[src/hw/mem_cfg_pkg.sv]
`default_nettype none

package mem_cfg_pkg;

   // ----------------------------------------
   // Line geometry
   // ----------------------------------------

   localparam int line_width = 32;                    // One word per line.
   localparam int addr_size = 12;                     // Width of a byte address.
   localparam int line_bytes = line_width / 8;
   localparam int lines = 256;
   localparam int line_addr_size = $clog2(lines);

   // Byte offset bits inside a line, dropped when decoding the index.
   localparam int offset_bits = $clog2(line_bytes);

   // The full index can point past the last line, so it is wider than a line address.
   localparam int index_size = addr_size - offset_bits;

   // ----------------------------------------
   // Timing
   // ----------------------------------------

   localparam int latency = 3;                        // Request to response, in cycles.

   // The access stage takes one cycle, the response pipeline takes the rest.
   localparam int pipe_depth = latency - 1;

endpackage

`default_nettype wire

[src/hw/mem_if_pkg.sv]
`default_nettype none

package mem_if_pkg;

   import mem_cfg_pkg::*;

   // ----------------------------------------
   // Encodings
   // ----------------------------------------

   typedef enum logic {
      op_read  = 1'b0,
      op_write = 1'b1
   } mem_op_e;

   typedef enum logic [1:0] {
      reg_protect_limit = 2'd0,
      reg_err_count     = 2'd1,
      reg_last_bad_addr = 2'd2
   } csr_reg_e;

   // ----------------------------------------
   // Request and response bundles
   // ----------------------------------------

   // Port 1 ignores op and wdata.
   typedef struct packed {
      mem_op_e                op;
      logic [addr_size-1:0]   addr;
      logic [line_width-1:0]  wdata;
   } mem_req_t;

   typedef struct packed {
      logic [line_width-1:0]  data;
      logic                   err;     // Bad address or refused write.
   } mem_rsp_t;

   typedef struct packed {
      csr_reg_e               register;
      logic                   write;
      logic [line_width-1:0]  wdata;
   } csr_req_t;

endpackage

`default_nettype wire

[src/hw/mem_csr.sv]
`default_nettype none

module mem_csr (
   input  wire                                clk,
   input  wire                                reset,
   input  wire                                csr_req_valid,
   input  wire  mem_if_pkg::csr_req_t         csr_req,
   input  wire                                err_event,
   input  wire  [1:0]                         err_count_inc,
   input  wire  [mem_cfg_pkg::addr_size-1:0]  err_addr,
   output logic                               csr_rsp_valid,
   output logic [mem_cfg_pkg::line_width-1:0] csr_rdata,
   output logic [mem_cfg_pkg::line_width-1:0] protect_limit
);

   import mem_cfg_pkg::*;
   import mem_if_pkg::*;

   logic [line_width-1:0] protect_q;
   logic [line_width-1:0] err_count_q;
   logic [addr_size-1:0]  last_bad_q;
   logic [line_width:0]   count_sum;
   logic [line_width-1:0] protect_next;
   logic [line_width-1:0] count_next;
   logic [line_width-1:0] rdata_next;
   logic                  wr_protect;
   logic                  wr_count;

   // ----------------------------------------
   // Next register values
   // ----------------------------------------

   assign wr_protect = csr_req_valid && csr_req.write && csr_req.register == reg_protect_limit;
   assign wr_count = csr_req_valid && csr_req.write && csr_req.register == reg_err_count;
   assign count_sum = {1'b0, err_count_q} + (line_width + 1)'(err_count_inc);
   assign protect_next = wr_protect ? csr_req.wdata : protect_q;

   always_comb begin
      if (wr_count) begin
         count_next = '0;                              // A write clears the count.
      end else if (err_event) begin
         count_next = count_sum[line_width] ? '1 : count_sum[line_width-1:0];
      end else begin
         count_next = err_count_q;
      end
   end

   // Writes answer with the value they leave behind.
   always_comb begin
      case (csr_req.register)
         reg_protect_limit: rdata_next = protect_next;
         reg_err_count:     rdata_next = csr_req.write ? count_next : err_count_q;
         reg_last_bad_addr: rdata_next = line_width'(last_bad_q);
         default:           rdata_next = '0;
      endcase
   end

   // ----------------------------------------
   // Registers
   // ----------------------------------------

   always_ff @(posedge clk) begin
      if (!reset) begin
         protect_q     <= '0;
         err_count_q   <= '0;
         last_bad_q    <= '0;
         csr_rsp_valid <= 1'b0;
      end else begin
         protect_q     <= protect_next;
         err_count_q   <= count_next;
         csr_rsp_valid <= csr_req_valid;
         if (err_event) begin
            last_bad_q <= err_addr;
         end
      end
   end

   always_ff @(posedge clk) begin
      csr_rdata <= rdata_next;
   end

   assign protect_limit = protect_q;

endmodule

`default_nettype wire

[config.mk]
export PLATFORM = sky130hd
export DESIGN_NAME = mem_csr
export DESIGN_NICKNAME = d
export VERILOG_FILES = /design/src/hw/mem_cfg_pkg.sv /design/src/hw/mem_if_pkg.sv /design/src/hw/mem_csr.sv
export SDC_FILE = /design/constraint.sdc
export NUM_CORES = 1
export LEC_CHECK = 0
export BUFFER_PORTS_ARGS = -buffer_cell sky130_fd_sc_hd__buf_2
export CAP_MARGIN = 10
export CELL_PAD_IN_SITES_DETAIL_PLACEMENT = 1
export CELL_PAD_IN_SITES_GLOBAL_PLACEMENT = 1
export CORE_UTILIZATION = 36
export CTS_CLUSTER_DIAMETER = 100
export DETAILED_ROUTE_END_ITERATION = 10
export PLACE_DENSITY_LB_ADDON = 0.1
export SETUP_SLACK_MARGIN = 0.5
export SYNTH_ARGS = -nofsm -noshare
export SYNTH_HDL_FRONTEND = slang
export SYNTH_SLANG_ARGS = --single-unit
[constraint.sdc]
create_clock -name clk -period 2.6 [get_ports clk]
set_clock_uncertainty 0.15 [all_clocks]
set_input_delay 0.26 -clock clk [delete_from_list [all_inputs] [get_ports clk]]
set_output_delay 0.26 -clock clk [all_outputs]
set_load 0.02 [all_outputs]
==> impl_metrics.toml <==
[job]
max-cap-violations = 0

[critical_path]
cpMaxStageDelayCell = "or4_4"
required_ns = 2.76
r2r-start = "err_count_q[0]"
crit_type = "flop to flop"
cpPeakStageDelay_ns = 0.61
worst-endpoint-arrival_ns = 2.69
crit_chain = "ha_4 -> inv_2 -> fa_2 -> and4b_2 -> nand2_4 -> or4_4 -> buf_6 -> o31ai_1 -> a221o_1"
cp_max_fo = 5
crit_end = "csr_rdata[12]"
cp_top_family = "simple AND/OR/NAND/NOR gates"
startpoint = "err_count_q[0]"
r2r_cells = 9
cp-end-kind = "flop"
start_kind = "flop"
cp_num_cells = 9
path_buf_inv = 2
reg2reg_to = "csr_rdata[12]"
r2r_slack_ns = 0.07

[place]
dp.cells = 993
place_hpwl_um = 15400
portBuffers = 117
routabilityCongestion = 0.925

[worst_hold_path]
hold_class = "input pin to flop"

[outcome]
outcome = "finished clean"

[sta]
fin_crit_sh = 0.974
hold_violations = 0
holdWs_ns = 0.00732
drv_slew = 0
setup_violations = 0
rsz0062_at_grt = "true"
worstMarginPinSlew_ns = 0.862
fin_crit_ns = 2.53
max_freq_ghz = 0.395
slew_headroom = 0.423

[route]
drc = 0
via_count = 6042
wl_met1_um = 10200
routed_via_density = 5.72
top_layer = "met4"
totalWireLength_um = 22600
met2_length_um = 10400
drt-initial-drc-count = 410
first_pass_iters = 5
wl_per_cell_um = 21.3
wl_met3_um = 1390
ant_nets = 0

[clocking]
clk_latency_ns = 0.36
clk_pin_slew_ns = 0.08
cts_tree = "done"
cts.sink_count = 109
clock_path_buffers = 2
clockRootBuffer = "clkbuf_16"
cts_max_level = 3
numCtsBuffers = 9

[synth]
avgSynthCellArea_um2 = 8.00
synth_edf_count = 0
yosysSeqAreaShare = 0.393
ys_async_sr_fraction = 0
ys_seq_elements = 109
netlist_area_um2 = 5550
syn-num-nets = 750
synth-main-ff-cell = "dfxtp_1"
syn_inst = 694
yosysWarnings = 0
synth_cell_type_count = 66

[floorplan]
dieArea_um2 = 15900
rows = 45
io_pins = 118
die_width_um = 126
dieHeight_um = 126
start_util = 0.367
core_um2 = 15100

[layout]
final_common_cell = "nand2_1"
layout-drive-gt1-share = 0.382
diodes = 0
nets = 920
instances_no_fill = 1057
syn_to_final_growth_pct = 43.1
fill_cells = 1803
ff_latch_area_um2 = 2220
multi_input_comb_area_um2 = 3640
mostFrequentLayoutCells = "nand2_1 (132), buf_2 (117), dfxtp_1 (91)"

[grt]
antenna_found_initial = 0
grt_pass1_vias = 6017
grt_max_degree = 39
grtUsageTotal = 0.279
grt_pass1_wl_um = 34000
overflow = 0

[power]
vdd_drop_max_mv = 0.263
p_leak_nw = 3.24
power_density_nw_per_um2 = 456
==> synthesized netlist by cell type (5+ instances only) <==
cell / count / share of area
a221o_1: 5 / 0.0090
nor2b_1: 15 / 0.017
mux2i_1: 26 / 0.047
inv_1: 13 / 0.0088
a211oi_1: 5 / 0.0068
a21boi_0: 32 / 0.043
a31oi_1: 5 / 0.0056
clkbuf_1: 43 / 0.029
or4_1: 5 / 0.0068
buf_1: 5 / 0.0034
buf_2: 6 / 0.0054
xnor2_1: 16 / 0.025
xor2_1: 5 / 0.0079
nand4_1: 13 / 0.015
o21ai_0: 38 / 0.034
nor4_1: 14 / 0.016
nand3_1: 16 / 0.014
nand2_1: 134 / 0.091
and4_1: 6 / 0.0095
dfxtp_1: 109 / 0.39
o221ai_1: 5 / 0.0079
a21oi_1: 48 / 0.043
nor3_1: 13 / 0.012
o211ai_1: 7 / 0.0095
a21oi_2: 10 / 0.016
nor2_1: 33 / 0.022
==> worst min path at each step <==
stage	from	end	slack, ns	cells after the start
finish	csr_req[7]	protect_limit[7]	0.007	3
global route	csr_req[29]	protect_limit[29]	0.03	3
global placement	protect_limit[10]	protect_limit[10]	0.31	2
CTS	csr_req[18]	protect_limit[18]	0.002	3
floorplan	csr_req[24]	protect_limit[24]	0.25	2
detailed placement	protect_limit[1]	protect_limit[1]	0.32	2
==> report_power, final <==
group	switching [mW]	internal, mW
Sequential	0.0246	1.70
Clock	0.665	0.803
Combinational	0.258	0.167
Total	0.948	2.67
==> worst reg2reg max path, cell delays in order (launching register included) <==
cell,delay (ns)
dfxtp_2,0.35
ha_4,0.14
inv_2,0.03
fa_2,0.35
and4b_2,0.34
nand2_4,0.08
or4_4,0.61
buf_6,0.17
o31ai_1,0.07
a221o_1,0.19
==> kinds of logic (layout without fill, tap and decap cells) <==
| group | Yosys count | after routing | synth area share |
|---|---|---|---|
| AO/OA/AOI/OAI | 189 | 189 | 0.227 |
| XOR/XNOR | 21 | 21 | 0.0331 |
| adder cells (fa/ha/maj) | 3 | 3 | 0.00811 |
| buffers and inverters | 71 | 245 | 0.0523 |
| flip-flops | 109 | 109 | 0.393 |
| multiplexers | 27 | 27 | 0.0489 |
| AND/OR/NAND/NOR | 274 | 275 | 0.237 |
==> area by class of cell <==
type | instances | area share
inverter | 14 | 0.00662
clock buffer | 11 | 0.0318
sequential | 109 | 0.280
multi-input combinational | 515 | 0.458
timing repair buffer | 215 | 0.187
tap | 188 | 0.0296
clock inverter | 5 | 0.00725
==> stage by stage <==
stage | total power, mW | setup WS, ns | utilization | TNS (ns) | cell area, um^2
floorplan | 1.99 | 0.0885 | - | 0 | 5710
global placement | 2.15 | 0.0817 | 0.440 | 0 | 6660
detailed placement | 2.16 | 0.0226 | 0.440 | 0 | 6660
CTS | 3.64 | 0.127 | 0.499 | 0 | 7560
global route | 3.76 | -0.0173 | 0.524 | -0.0226 | 7940
finish | 3.62 | 0.0666 | 0.524 | 0 | 7940
==> registers in the layout, indices dropped and copies added, names as in the netlist <==
signal / count
csr_rdata: 32
err_count_q: 32
protect_limit: 32
last_bad_q: 12
csr_rsp_valid: 1
==> timing repair <==
action / in CTS / in global routing
hold buffers: 10 / 0
gates cloned: 0 / 2
resized for setup: 72 / 67
endpoints found under the setup margin: 64 / 63
pin swaps: 36 / 41
buffers inserted: 27 / 9
endpoints found under the hold margin: 10 / 0
==> per-layer routing <==
layer	vias to the layer above	GRT usage
li1	2803	-
met1	2976	0.378
met2	221	0.447
met3	42	0.0433
met4	0	0.107
met5	-	0
(Power assumes the default switching activity.)
