File: src/hw/mem_cfg_pkg.sv
`default_nettype none

package mem_cfg_pkg;

   // ----------------------------------------
   // Line geometry
   // ----------------------------------------

   localparam int line_width = 32;                    // One word per line.
   localparam int addr_size = 12;                     // Width of a byte address.
   localparam int line_bytes = line_width / 8;
   localparam int lines = 256;
   localparam int line_addr_size = $clog2(lines);

   // Byte offset bits inside a line, dropped when decoding the index.
   localparam int offset_bits = $clog2(line_bytes);

   // The full index can point past the last line, so it is wider than a line address.
   localparam int index_size = addr_size - offset_bits;

   // ----------------------------------------
   // Timing
   // ----------------------------------------

   localparam int latency = 3;                        // Request to response, in cycles.

   // The access stage takes one cycle, the response pipeline takes the rest.
   localparam int pipe_depth = latency - 1;

endpackage

`default_nettype wire

File: src/hw/mem_if_pkg.sv
`default_nettype none

package mem_if_pkg;

   import mem_cfg_pkg::*;

   // ----------------------------------------
   // Encodings
   // ----------------------------------------

   typedef enum logic {
      op_read  = 1'b0,
      op_write = 1'b1
   } mem_op_e;

   typedef enum logic [1:0] {
      reg_protect_limit = 2'd0,
      reg_err_count     = 2'd1,
      reg_last_bad_addr = 2'd2
   } csr_reg_e;

   // ----------------------------------------
   // Request and response bundles
   // ----------------------------------------

   // Port 1 ignores op and wdata.
   typedef struct packed {
      mem_op_e                op;
      logic [addr_size-1:0]   addr;
      logic [line_width-1:0]  wdata;
   } mem_req_t;

   typedef struct packed {
      logic [line_width-1:0]  data;
      logic                   err;     // Bad address or refused write.
   } mem_rsp_t;

   typedef struct packed {
      csr_reg_e               register;
      logic                   write;
      logic [line_width-1:0]  wdata;
   } csr_req_t;

endpackage

`default_nettype wire

File: src/hw/port_access.sv
`default_nettype none

module port_access (
   input  wire                                    clk,
   input  wire                                    reset,
   input  wire                                    p1_req_valid,
   input  wire  mem_if_pkg::mem_req_t             p1_req,
   input  wire                                    p2_req_valid,
   input  wire  mem_if_pkg::mem_req_t             p2_req,
   input  wire  [mem_cfg_pkg::line_width-1:0]     protect_limit,
   input  wire  [mem_cfg_pkg::line_width-1:0]     rd1_data,
   input  wire  [mem_cfg_pkg::line_width-1:0]     rd2_data,
   output logic                                   wr_en,
   output logic [mem_cfg_pkg::line_addr_size-1:0] wr_line,
   output logic [mem_cfg_pkg::line_width-1:0]     wr_data,
   output logic [mem_cfg_pkg::line_addr_size-1:0] rd1_line,
   output logic [mem_cfg_pkg::line_addr_size-1:0] rd2_line,
   output mem_if_pkg::mem_rsp_t                   p1_stage,
   output logic                                   p1_stage_valid,
   output mem_if_pkg::mem_rsp_t                   p2_stage,
   output logic                                   p2_stage_valid,
   output logic                                   err_event,
   output logic [1:0]                             err_count_inc,
   output logic [mem_cfg_pkg::addr_size-1:0]      err_addr
);

   import mem_cfg_pkg::*;
   import mem_if_pkg::*;

   logic [index_size-1:0] p1_index;
   logic [index_size-1:0] p2_index;
   logic                  p1_range_err;
   logic                  p2_range_err;
   logic                  p2_is_write;
   logic                  p2_prot_err;
   logic                  p1_fault;
   logic                  p2_fault;
   logic                  p1_fwd;
   logic                  p1_err_q;
   logic                  p1_fwd_q;
   logic                  p2_err_q;
   logic                  p2_write_q;
   logic [line_width-1:0] wdata_q;

   // ----------------------------------------
   // Decode and checks
   // ----------------------------------------

   assign p1_index = p1_req.addr[addr_size-1:offset_bits];
   assign p2_index = p2_req.addr[addr_size-1:offset_bits];
   assign p1_range_err = p1_index >= index_size'(lines);
   assign p2_range_err = p2_index >= index_size'(lines);
   assign p2_is_write = p2_req.op == op_write;
   assign p2_prot_err = p2_is_write && (line_width'(p2_index) < protect_limit);

   assign p1_fault = p1_req_valid && p1_range_err;
   assign p2_fault = p2_req_valid && (p2_range_err || p2_prot_err);

   assign wr_en = p2_req_valid && p2_is_write && !p2_range_err && !p2_prot_err;
   assign wr_line = p2_index[line_addr_size-1:0];
   assign wr_data = p2_req.wdata;
   assign rd1_line = p1_index[line_addr_size-1:0];
   assign rd2_line = p2_index[line_addr_size-1:0];

   assign p1_fwd = wr_en && (p1_index == p2_index);  // Port 1 sees the new data.

   assign err_event = p1_fault || p2_fault;
   assign err_count_inc = {1'b0, p1_fault} + {1'b0, p2_fault};
   assign err_addr = p2_fault ? p2_req.addr : p1_req.addr;  // Port 2 wins a tie.

   // ----------------------------------------
   // Stage aligned with the array read
   // ----------------------------------------

   always_ff @(posedge clk) begin
      if (!reset) begin
         p1_stage_valid <= 1'b0;
         p2_stage_valid <= 1'b0;
      end else begin
         p1_stage_valid <= p1_req_valid;
         p2_stage_valid <= p2_req_valid;
      end
   end

   always_ff @(posedge clk) begin
      p1_err_q   <= p1_range_err;
      p1_fwd_q   <= p1_fwd;
      p2_err_q   <= p2_range_err || p2_prot_err;
      p2_write_q <= p2_is_write;
      wdata_q    <= p2_req.wdata;                   // Shared by both forwarding paths.
   end

   always_comb begin
      p1_stage.err = p1_err_q;
      p1_stage.data = p1_err_q ? '0 : (p1_fwd_q ? wdata_q : rd1_data);
      p2_stage.err = p2_err_q;
      p2_stage.data = p2_err_q ? '0 : (p2_write_q ? wdata_q : rd2_data);
   end

endmodule

`default_nettype wire

File: config.mk
export PLATFORM = sky130hd
export DESIGN_NAME = port_access
export DESIGN_NICKNAME = d
export VERILOG_FILES = /design/src/hw/mem_cfg_pkg.sv /design/src/hw/mem_if_pkg.sv /design/src/hw/port_access.sv
export SDC_FILE = /design/constraint.sdc
export NUM_CORES = 1
export LEC_CHECK = 0
export BUFFER_PORTS_ARGS = -buffer_cell sky130_fd_sc_hd__buf_4
export CORE_AREA = 5 5 125 127
export CTS_CLUSTER_DIAMETER = 80
export DETAILED_ROUTE_END_ITERATION = 10
export DIE_AREA = 0 0 130 132
export GPL_TIMING_DRIVEN = 0
export PLACE_DENSITY = 0.66
export SETUP_SLACK_MARGIN = 0.4
export SYNTH_ARGS = -nofsm -noshare
export SYNTH_HDL_FRONTEND = slang
export SYNTH_SLANG_ARGS = --single-unit
File: constraint.sdc
create_clock -name clk -period 2.69 [get_ports clk]
set_input_delay 0.538 -clock clk [delete_from_list [all_inputs] [get_ports clk]]
set_output_delay 0.538 -clock clk [all_outputs]
set_load 0.01 [all_outputs]
==> results.txt <==
Status: complete, but fails checks
Failing checks: setup timing
Total GRT Usage: 0.1411
Seq pwr share: 0.316
Util after Layout: 0.4110
Worst path cell trace: buf_8 -> ha_4 -> nand4_1 -> a211o_1 -> nor3_2 -> o21ai_2 -> a31o_4 -> buf_12 -> mux2_4 -> buf_6
WP data arrival: 2.39 ns
Post-layout min period: 2.933 ns
Synth Register Bits: 38
Post-DP HPWL: 10970 µm
Final Hold Fails: 0
Max VDD drop: 0.2101 mV
Fraction of registers with async set/reset: 0
Placer Congestion: 0.8076
Final Setup Violations: 13
Final setup margin: -0.2430 ns
Commonest cells after routing, fill and taps aside: 337 x buf_4, 66 x nor2_1, 64 x mux2i_1, 38 x dfxtp_1, 22 x buf_6
Root Driver: clkbuf_16
Largest area contributor in the netlist: dfxtp_1
Site row count: 44
Post-route DRC: 0
Fin. max-slew vios: 0
NetSw: 0.5315 mW
Max-cap violations: 0
Leakage: 2.978 nW
CTS Sinks: 38
Fin nets: 841
Clock Power Share: 0.290
Layout fillers: 1477
Seq/Total Area, Yosys: 0.2642
Pre-antenna DRT Iters: 4
Predominant post-synthesis flop cell: dfxtp_1
Worst Setup Path Type: input port to output pin
Most common cell after layout, fill and taps aside: buf_4
Inserted Diodes: 0
Tightest Pin Transition: 0.5420 ns
Vias in the first global route: 3532
Top cell type's share of synthesized area: 0.2642
I/O pin count: 330
Detailed-route via count: 3341
Total grt overflow: 0
Slowest-stage cell, CP: mux2_4
H-tree Lvls: 2
Required time of the critical path: 2.15 ns
Largest net degree at the start of global routing: 11
Crit path launch type: input port
Fmax: 341.0 MHz
Worst hold start: p2_req[22]
Final Non-Filler Cells: 824
End of the worst hold path: wdata_q[22]$_DFF_P_
Post-Syn Nets: 530
Die height: 132 µm
Core box area: 14310 µm²
TNS Setup: -2.598 ns
Hold WS: 0.3661 ns
Yosys warning count: 0
RSZ-0062 raised after global routing: true
First-pass GRT wire length: 18950 µm
Maximum root-to-sink buffer count: 2
Power per cell area: 328.5 nW/µm²
Routed length per instance: 15.62 µm
Crit share post-route: 1.090
Initial antenna violation count: 0
CP peak stage delay: 0.31 ns
Sw Share: 0.2750
Hold path depth: 1
Logic pwr share: 0.394
Slew margin rel.: 0.6387
Initial core utilization: 0.2011
Final wirelength: 12870 µm
Placed insts: 809
Clock transition at path regs: 0.06 ns
DIE AREA: 17160 µm²
Mapped Cells: 329
Initial DRC Count: 50
Post-Syn Area: 2879 µm²
Width of the chip: 130 µm
Num CTS Buffers: 5
Layout area overhead: 104.3%
Final ANT Viol Nets: 0
IO buf count: 296
Top area cells in the synthesized netlist: dfxtp_1 26%, mux2i_1 22%, buf_4 15%, nor2_1 8.6%, ha_1 4.8%
Via/cell ratio: 4.055
Layout cell share with drive strength beyond 1: 0.6578
CTS tree: built
Crit Path Max Fanout: 5
Syn avg cell area: 8.751 µm²
Worst hold path class: input port to flip-flop
Number of flops mapped to enable cells by yosys: 0
Count of different cell masters after synthesis: 35
Worst Setup End Kind: output pin
Pre-CTS WS: -0.4216 ns
Internal power: 1.401 mW
[power groups by stage]
stage / Sequential (mW) / Combinational [mW] / Clock, mW
after floorplan: 0.617 / 0.310 / 0
after global placement: 0.624 / 0.711 / 0
after detailed placement: 0.624 / 0.715 / 0
after CTS: 0.612 / 0.758 / 0.591
after global routing: 0.615 / 0.823 / 0.608
final: 0.611 / 0.762 / 0.560
[final cells by class]
cell class	count	area, µm²	area share
Timing Repair Buffer	304	2415	0.4105
Multi-Input combinational cell	204	1739	0.2956
Sequential cell	38	760.7	0.1293
Buffer	73	528.0	0.08975
Tap cell	184	230.2	0.03913
Clock buffer	7	132.6	0.02254
Inverter	14	77.57	0.01319
[worst max path at each step]
stage | start | end | slack, ns | cells past startpoint
final | p2_req[42] | err_addr[5] | -0.24 | 10
after floorplan | protect_limit[2] | err_addr[3] | 0.03 | 9
after global placement | p2_req[38] | err_addr[5] | -0.42 | 10
after global routing | p2_req[42] | err_addr[5] | -0.30 | 10
after CTS | protect_limit[5] | err_addr[5] | -0.31 | 11
after detailed placement | p2_req[39] | err_addr[5] | -0.42 | 10
[what timing repair did]
action / in CTS / in global routing
pin swaps: 10 / 6
hold buffers: 0 / 0
setup endpoints to repair: 76 / 39
gates cloned: 1 / 0
buffers inserted: 5 / 2
resized for setup: 44 / 16
[synthesized netlist by cell type (all sizes together) (6+ instances only)]
| cell | number |
|---|---|
| inv | 14 |
| nor2 | 66 |
| nand2 | 6 |
| mux2 | 11 |
| mux2i | 64 |
| nor4 | 6 |
| xor2 | 6 |
| clkbuf | 8 |
| dfxtp | 38 |
| ha | 11 |
| buf | 65 |
[metrics by stage]
step / power [mW] / cell area [µm²]
2_1_floorplan: 0.9275 / 3014
3_3_place_gp: 1.334 / 5466
3_5_place_dp: 1.339 / 5466
4_1_cts: 1.961 / 5818
5_1_grt: 2.046 / 5883
6_report: 1.933 / 5883
[logic make-up after synthesis]
family / share of synthesized area
simple gates: 0.1447
buf+inv: 0.1947
mux: 0.2747
flops: 0.2642
compound gates: 0.04346
fa+ha+maj: 0.04780
xor+xnor: 0.03042
[per-layer routing]
| metal | part of all wire | up-vias | track usage |
|---|---|---|---|
| li1 | - | 1658 | - |
| met1 | 0.36 | 1478 | 0.1465 |
| met2 | 0.52 | 195 | 0.2711 |
| met3 | 0.11 | 10 | 0.04457 |
| met4 | 0.011 | 0 | 0.03176 |
| met5 | 0 | - | 0 |
[worst max-delay path, delay by kind of cell]
family / cells / cell delay, ns
AND/OR/NAND/NOR: 2 / 0.31
multiplexers: 1 / 0.31
buffers and inverters: 3 / 0.37
AO/OA/AOI/OAI: 3 / 0.61
adder cells (fa/ha/maj): 1 / 0.26
[sequential cells by signal (all words and copies together) (netlist names)]
signal and cells:
wdata_q 32, p2_stage_valid 1, p2_write_q 1, p1_err_q 1, p1_fwd_q 1, p2_err_q 1
p1_stage_valid 1
Power figures use the tool's default switching activity.
