`config.mk`:
```
export PLATFORM = sky130hd
export DESIGN_NAME = latency_pipe
export DESIGN_NICKNAME = d
export VERILOG_FILES = /design/src/hw/mem_cfg_pkg.sv /design/src/hw/mem_if_pkg.sv /design/src/hw/latency_pipe.sv
export SDC_FILE = /design/constraint.sdc
export NUM_CORES = 1
export LEC_CHECK = 0
export BUFFER_PORTS_ARGS = -buffer_cell sky130_fd_sc_hd__buf_2
export CAP_MARGIN = 40
export CELL_PAD_IN_SITES_DETAIL_PLACEMENT = 1
export CELL_PAD_IN_SITES_GLOBAL_PLACEMENT = 2
export CORE_ASPECT_RATIO = 0.75
export CORE_MARGIN = 3
export CORE_UTILIZATION = 31
export DETAILED_ROUTE_END_ITERATION = 7
export GPL_TIMING_DRIVEN = 0
export PLACE_DENSITY = 0.82
export SKIP_LAST_GASP = 1
export SLEW_MARGIN = 15
export SYNTH_ARGS = -nofsm -noshare
export SYNTH_HDL_FRONTEND = slang
export SYNTH_SLANG_ARGS = --single-unit
```
`constraint.sdc`:
```
create_clock -name clk -period 0.9 [get_ports clk]
set_input_delay 0.135 -clock clk [delete_from_list [all_inputs] [get_ports clk]]
set_output_delay 0.135 -clock clk [all_outputs]
set_load 0.02 [all_outputs]
```
`src/hw/mem_cfg_pkg.sv`:
```
`default_nettype none

package mem_cfg_pkg;

   // ----------------------------------------
   // Line geometry
   // ----------------------------------------

   localparam int line_width = 32;                    // One word per line.
   localparam int addr_size = 12;                     // Width of a byte address.
   localparam int line_bytes = line_width / 8;
   localparam int lines = 256;
   localparam int line_addr_size = $clog2(lines);

   // Byte offset bits inside a line, dropped when decoding the index.
   localparam int offset_bits = $clog2(line_bytes);

   // The full index can point past the last line, so it is wider than a line address.
   localparam int index_size = addr_size - offset_bits;

   // ----------------------------------------
   // Timing
   // ----------------------------------------

   localparam int latency = 3;                        // Request to response, in cycles.

   // The access stage takes one cycle, the response pipeline takes the rest.
   localparam int pipe_depth = latency - 1;

endpackage

`default_nettype wire

```
`src/hw/mem_if_pkg.sv`:
```
`default_nettype none

package mem_if_pkg;

   import mem_cfg_pkg::*;

   // ----------------------------------------
   // Encodings
   // ----------------------------------------

   typedef enum logic {
      op_read  = 1'b0,
      op_write = 1'b1
   } mem_op_e;

   typedef enum logic [1:0] {
      reg_protect_limit = 2'd0,
      reg_err_count     = 2'd1,
      reg_last_bad_addr = 2'd2
   } csr_reg_e;

   // ----------------------------------------
   // Request and response bundles
   // ----------------------------------------

   // Port 1 ignores op and wdata.
   typedef struct packed {
      mem_op_e                op;
      logic [addr_size-1:0]   addr;
      logic [line_width-1:0]  wdata;
   } mem_req_t;

   typedef struct packed {
      logic [line_width-1:0]  data;
      logic                   err;     // Bad address or refused write.
   } mem_rsp_t;

   typedef struct packed {
      csr_reg_e               register;
      logic                   write;
      logic [line_width-1:0]  wdata;
   } csr_req_t;

endpackage

`default_nettype wire

```
`src/hw/latency_pipe.sv`:
```
`default_nettype none

module latency_pipe (
   input  wire                   clk,
   input  wire                   reset,
   input  wire                   in_valid,
   input  wire  mem_if_pkg::mem_rsp_t in_rsp,
   output logic                  out_valid,
   output mem_if_pkg::mem_rsp_t  out_rsp
);

   import mem_cfg_pkg::*;
   import mem_if_pkg::*;

   logic [pipe_depth-1:0] valid_q;
   mem_rsp_t              rsp_q [pipe_depth];

   always_ff @(posedge clk) begin
      if (!reset) begin
         valid_q <= '0;
      end else begin
         valid_q[0] <= in_valid;
         for (int i = 1; i < pipe_depth; i++) begin
            valid_q[i] <= valid_q[i-1];
         end
      end
   end

   // Each stage holds its own response, so back-to-back requests all fit.
   always_ff @(posedge clk) begin
      rsp_q[0] <= in_rsp;
      for (int i = 1; i < pipe_depth; i++) begin
         rsp_q[i] <= rsp_q[i-1];
      end
   end

   assign out_valid = valid_q[pipe_depth-1];
   assign out_rsp = rsp_q[pipe_depth-1];

endmodule

`default_nettype wire

```
==> flow_summary.toml, run 1 <==
[synth]
yosysWarnings = 0
netlist_instances = 103
avgSynthCellArea_um2 = 15.7
syn-num-nets = 139
yosysTopAreaCell = "dfxtp_1"
synth_area_leaders = "dfxtp_1 84%, buf_4 15%, and2_1 0.77%"
ys_seq_area_share_pct = 84.0
synth-seq-cells = 68
netlist_area_um2 = 1620
netlist-cell-type-count = 3
synth.top_cell.area_share_pct = 84.0

[cts]
clock_path_buffers = 2
cts.sinks = 68
clk-insertion-delay-late_ns = 0.32
path_clk_slew_ns = 0.07
cts-root-buf = "clkbuf_8"
cts_setup_buffers = 0
cts-buffers-inserted = 9
htree_num_levels = 3
cts_tree = "yes"

[finish]
final_area_um2 = 2640
nFillCells = 479
syn_to_final_growth_pct = 62.7
fin_nets = 221
final_cells = 261
drive_above_1_share_pct = 62.4
finish.utilization_pct = 53.0
num_antenna_cells = 0

[grt]
grt_pass1_wl_mm = 4.73
grt_overflow = 0
grtUsageTotal_pct = 11.4
grt_pass1_vias = 1015
antenna_found_initial = 0
grt_max_degree = 12

[power_and_ir_drop]
power_mw = 6.43
p_per_area_nw_per_um2 = 2440
leakagePower_nw = 1.18
peakVddDrop_v = 0.00115

[sta]
max-slew-margin-rel_pct = 93.1
fin_worst_skew_ns = 0.00286
worst_slew_pin_slew_ns = 0.104
fmax_ghz = 1.10
tns_ns = -0.0257
setup-violations-final = 12
hold-worst-slack_ns = 0.326
hold_viol = 0
fin_crit_sh_pct = 101
grt_setup_unrepaired = "yes"
min_period_ns = 0.906
slew_violations = 0
fin_ws_ns = -0.00639

[min_path]
hold_path.class = "reg -> reg"

[placement]
placed_cell_area_um2 = 2060
pre_cts_slack_ns = 0.210
place_congestion = 0.652
dp_cells = 244
io_buffers = 69

[drt]
drt_wl_total_mm = 3.10
wl_per_cell_um = 11.9
avgViaCountPerCell = 3.55
drc_errors = 0
ant_nets = 0
num_vias = 926
drtIter0Drc = 23
drt_pre_antenna_iters = 3

[floorplanning]
dieArea_um2 = 6140
row_count = 22
die_h_um = 68.6
fp.coreArea_um2 = 4980
ios = 70
start_util_pct = 32.5
die_x_um = 89.5

[setup_path]
worstPathRequired_ns = 0.76
cp_slowest_cell = "dfxtp_2"
crit_path_start_kind = "register"
crit_type = "reg -> out"
cpPeakStageDelay_ns = 0.32
cp_num_buf_inv = 1
arrival_ns = 0.77
crit_chain = "buf_6"
end_kind = "output pin"
cp_top_family = "flip-flops"
crit_fanout = 1

[run]
cap_viol_max_count = 0

[outcome]
status = "finished with violations"
violations = "setup timing"
cell type report:
| class | instances | area, um2 | share of cell area (%) |
|---|---|---|---|
| Clock buffer | 11 | 151 | 5.74 |
| Clock inverter | 4 | 72.6 | 2.75 |
| Multi-Input combinational cell | 2 | 12.5 | 0.474 |
| Sequential cell | 68 | 1400 | 53.2 |
| Tap cell | 72 | 90.1 | 3.41 |
| Timing Repair Buffer | 104 | 908 | 34.4 |
cells in the mapped netlist:
library cell  count
dfxtp_1          68
and2_1            2
buf_4            33
cell families after synthesis:
logic type / share of synthesized area, %
buffers and inverters: 15.3
flip-flops: 84.0
AND/OR/NAND/NOR: 0.771
per-layer routing:
metal,global-route usage (%),vias up,part of all wire [%]
met5,0,-,0
met4,4.46,0,1.2
met3,9.03,5,13
met2,20.2,58,52
met1,9.48,421,34
li1,-,442,-
power by group:
| part | internal [mW] | switching, mW | leakage (nW) | total [mW] |
|---|---|---|---|---|
| sequential | 3.19 | 0.0559 | 0.574 | 3.24 |
| combinational | 0.298 | 0.175 | 0.495 | 0.473 |
| clock | 1.69 | 1.02 | 0.111 | 2.71 |
| total | 5.18 | 1.25 | 1.18 | 6.43 |
cells in the final DEF, fill, tap and decap left out:
| master | synthesis | layout |
|---|---|---|
| dlygate4sd3_1 | 0 | 35 |
| buf_2 | 0 | 35 |
| clkbuf_8 | 0 | 11 |
| bufinv_16 | 0 | 2 |
| clkinvlp_4 | 0 | 1 |
| dfxtp_2 | 0 | 34 |
| dfxtp_1 | 68 | 34 |
| buf_6 | 0 | 34 |
| and2_1 | 2 | 2 |
| clkinv_2 | 0 | 1 |
final timing paths:
path                                    from            to  slack (ns)  cells after the start
worst max-delay path              valid_q[1]     out_valid      -0.006                      1
worst min-delay path            rsp_q[0][26]  rsp_q[0][59]        0.33                      0
worst max register to register    valid_q[0]    valid_q[1]        0.35                      1
worst min register to register  rsp_q[0][26]  rsp_q[0][59]        0.33                      0
sequential cells by signal, summed over array words and instances (netlist names):
signal / flops
rsp_q: 66
valid_q: 2
what timing repair did:
action / in CTS / in global routing
hold buffers: 35 / 0
setup endpoints to repair: 34 / 34
hold endpoints to repair: 35 / 0
gates resized for setup: 102 / 0
Note: power is estimated with default switching activity, not from simulation.
==> run 2, diff against run 1 <==
--- a/config.mk
+++ b/config.mk
@@ -11,11 +11,11 @@
 export CELL_PAD_IN_SITES_GLOBAL_PLACEMENT = 2
 export CORE_ASPECT_RATIO = 0.75
 export CORE_MARGIN = 3
-export CORE_UTILIZATION = 31
+export CORE_UTILIZATION = 29
 export DETAILED_ROUTE_END_ITERATION = 7
 export GPL_TIMING_DRIVEN = 0
-export PLACE_DENSITY = 0.82
-export SKIP_LAST_GASP = 1
+export PLACE_DENSITY = 0.78
+export SKIP_CTS_REPAIR_TIMING = 1
 export SLEW_MARGIN = 15
 export SYNTH_ARGS = -nofsm -noshare
 export SYNTH_HDL_FRONTEND = slang
==> constraint.sdc (replaced) <==
create_clock -name clk -period 0.94 [get_ports clk]
set_input_delay 0.141 -clock clk [delete_from_list [all_inputs] [get_ports clk]]
set_output_delay 0.141 -clock clk [all_outputs]
set_load 0.02 [all_outputs]
==> run 2 against run 1 <==
Net effect:
- the flow now finishes without violations
- sequential share of layout area up 0.69 points
- count of clock-buffer cells in the layout unchanged
- first-iteration DRC count down 52%
- cell count down 0.38%
- clock skew up 0.0036 ns
- final area down 1.3%
- critical path type unchanged
==> flow_summary.toml, run 2 (synthesized netlist as in run 1, its figures left out) <==
[outcome]
status = "complete, no violations"

[grt]
antenna_found_initial = 0
grtUsageTotal_pct = 8.35
grt_max_degree = 13
grt_pass1_wl_mm = 3.89
grt_overflow = 0
grt_pass1_vias = 908

[floorplanning]
fp.coreArea_um2 = 5150
start_util_pct = 31.5
dieArea_um2 = 6530
die_h_um = 70.8
die_x_um = 92.3
row_count = 22
ios = 70

[drt]
ant_nets = 0
drtIter0Drc = 11
num_vias = 910
drt_wl_total_mm = 3.17
drt_pre_antenna_iters = 2
avgViaCountPerCell = 3.50
wl_per_cell_um = 12.2
drc_errors = 0

[finish]
finish.utilization_pct = 50.6
top_regs = "rsp_q (66), valid_q (2)"
final_cell_mix = "35 x buf_2, 34 x buf_6, 34 x dfxtp_1, 34 x dfxtp_2, 33 x dlygate4sd3_1"
nFillCells = 510
fin_nets = 219
regMostFlops = "rsp_q"
largest_reg_flops = 66
layout.area.seq_um2 = 1400
final_area_um2 = 2610
syn_to_final_growth_pct = 60.6
drive_above_1_share_pct = 63.3
multiInputGateArea_um2 = 12.5
num_antenna_cells = 0
final_common_cell = "buf_2"

[placement]
placed_cell_area_um2 = 2060
io_buffers = 69
pre_cts_slack_ns = 0.241
place_congestion = 0.585

[cts]
cts-root-buf = "clkbuf_8"
cts-buffers-inserted = 9
htree_num_levels = 3
cts_tree = "yes"
clock_path_buffers = 2
path_clk_slew_ns = 0.07
cts.sinks = 68
clk-insertion-delay-late_ns = 0.33

[sta]
setup-violations-final = 0
tns_ns = 0
min_period_ns = 0.932
grt_setup_unrepaired = "yes"
fin_ws_ns = 0.00850
worst_slew_pin_slew_ns = 0.0985
hold-worst-slack_ns = 0.0231
fmax_ghz = 1.07
slew_violations = 0
hold_viol = 0
max-slew-margin-rel_pct = 93.4
fin_worst_skew_ns = 0.00643
fin_crit_sh_pct = 99.1

[setup_path]
crit_fanout = 1
cp_slowest_cell = "dfxtp_2"
worstPathRequired_ns = 0.80
crit_type = "reg -> out"
crit_chain = "buf_6"
crit_path_start_kind = "register"
cp_num_buf_inv = 1
cpPeakStageDelay_ns = 0.35
arrival_ns = 0.79
end_kind = "output pin"
cp_top_family = "flip-flops"

[power_and_ir_drop]
leakagePower_nw = 1.16
p_per_area_nw_per_um2 = 2280
peakVddDrop_v = 0.00128

[min_path]
hold_path.class = "in -> reg"

[run]
cap_viol_max_count = 0
## run 2: cell count changes in the layout (fill, tap and decap cells not counted), sizes merged
cell         previous run  this run
bufinv                  2         1
inv                     0         1
clkinvlp                1         2
dlygate4sd3            35        33
## run 2: layout make-up
class	count	area share (%)
tap	72	3.46
clock buffer	11	5.81
multi-input combinational	2	0.480
sequential	68	53.9
timing repair buffer	102	34.1
clock inverter	5	2.26
## run 2: metrics by stage
| step | instances | power (mW) |
|---|---|---|
| after CTS | 260 | 5.91 |
| final | 260 | 5.95 |
| after global routing | 260 | 6.23 |
| after global placement | 244 | 3.47 |
| after detailed placement | 244 | 3.49 |
| after floorplan | 103 | 3.33 |
## run 2: metal layers
layer  GRT usage (%)  up-vias  part of all wire, %
met5               0        -                    0
met4            4.94        0                 0.22
met3            7.76        2                   13
met2            11.6       56                   53
met1            8.16      411                   33
li1                -      441                    -
## run 2: worst paths after layout
| path | from | end | slack [ns] | cells past startpoint |
|---|---|---|---|---|
| worst min register to register | rsp_q[0][13] | rsp_q[0][46] | 0.33 | 0 |
| worst max register to register | valid_q[0] | valid_q[1] | 0.40 | 1 |
| worst min-delay path | in_valid | valid_q[0] | 0.02 | 2 |
| worst max-delay path | rsp_q[0][41] | out_rsp[8] | 0.008 | 1 |
## run 2: where the power goes
| group | internal (mW) | leakage [nW] | total [mW] | switching [mW] |
|---|---|---|---|---|
| registers | 3.05 | 0.574 | 3.11 | 0.0561 |
| logic | 0.279 | 0.487 | 0.447 | 0.167 |
| clock network | 1.37 | 0.102 | 2.40 | 1.02 |
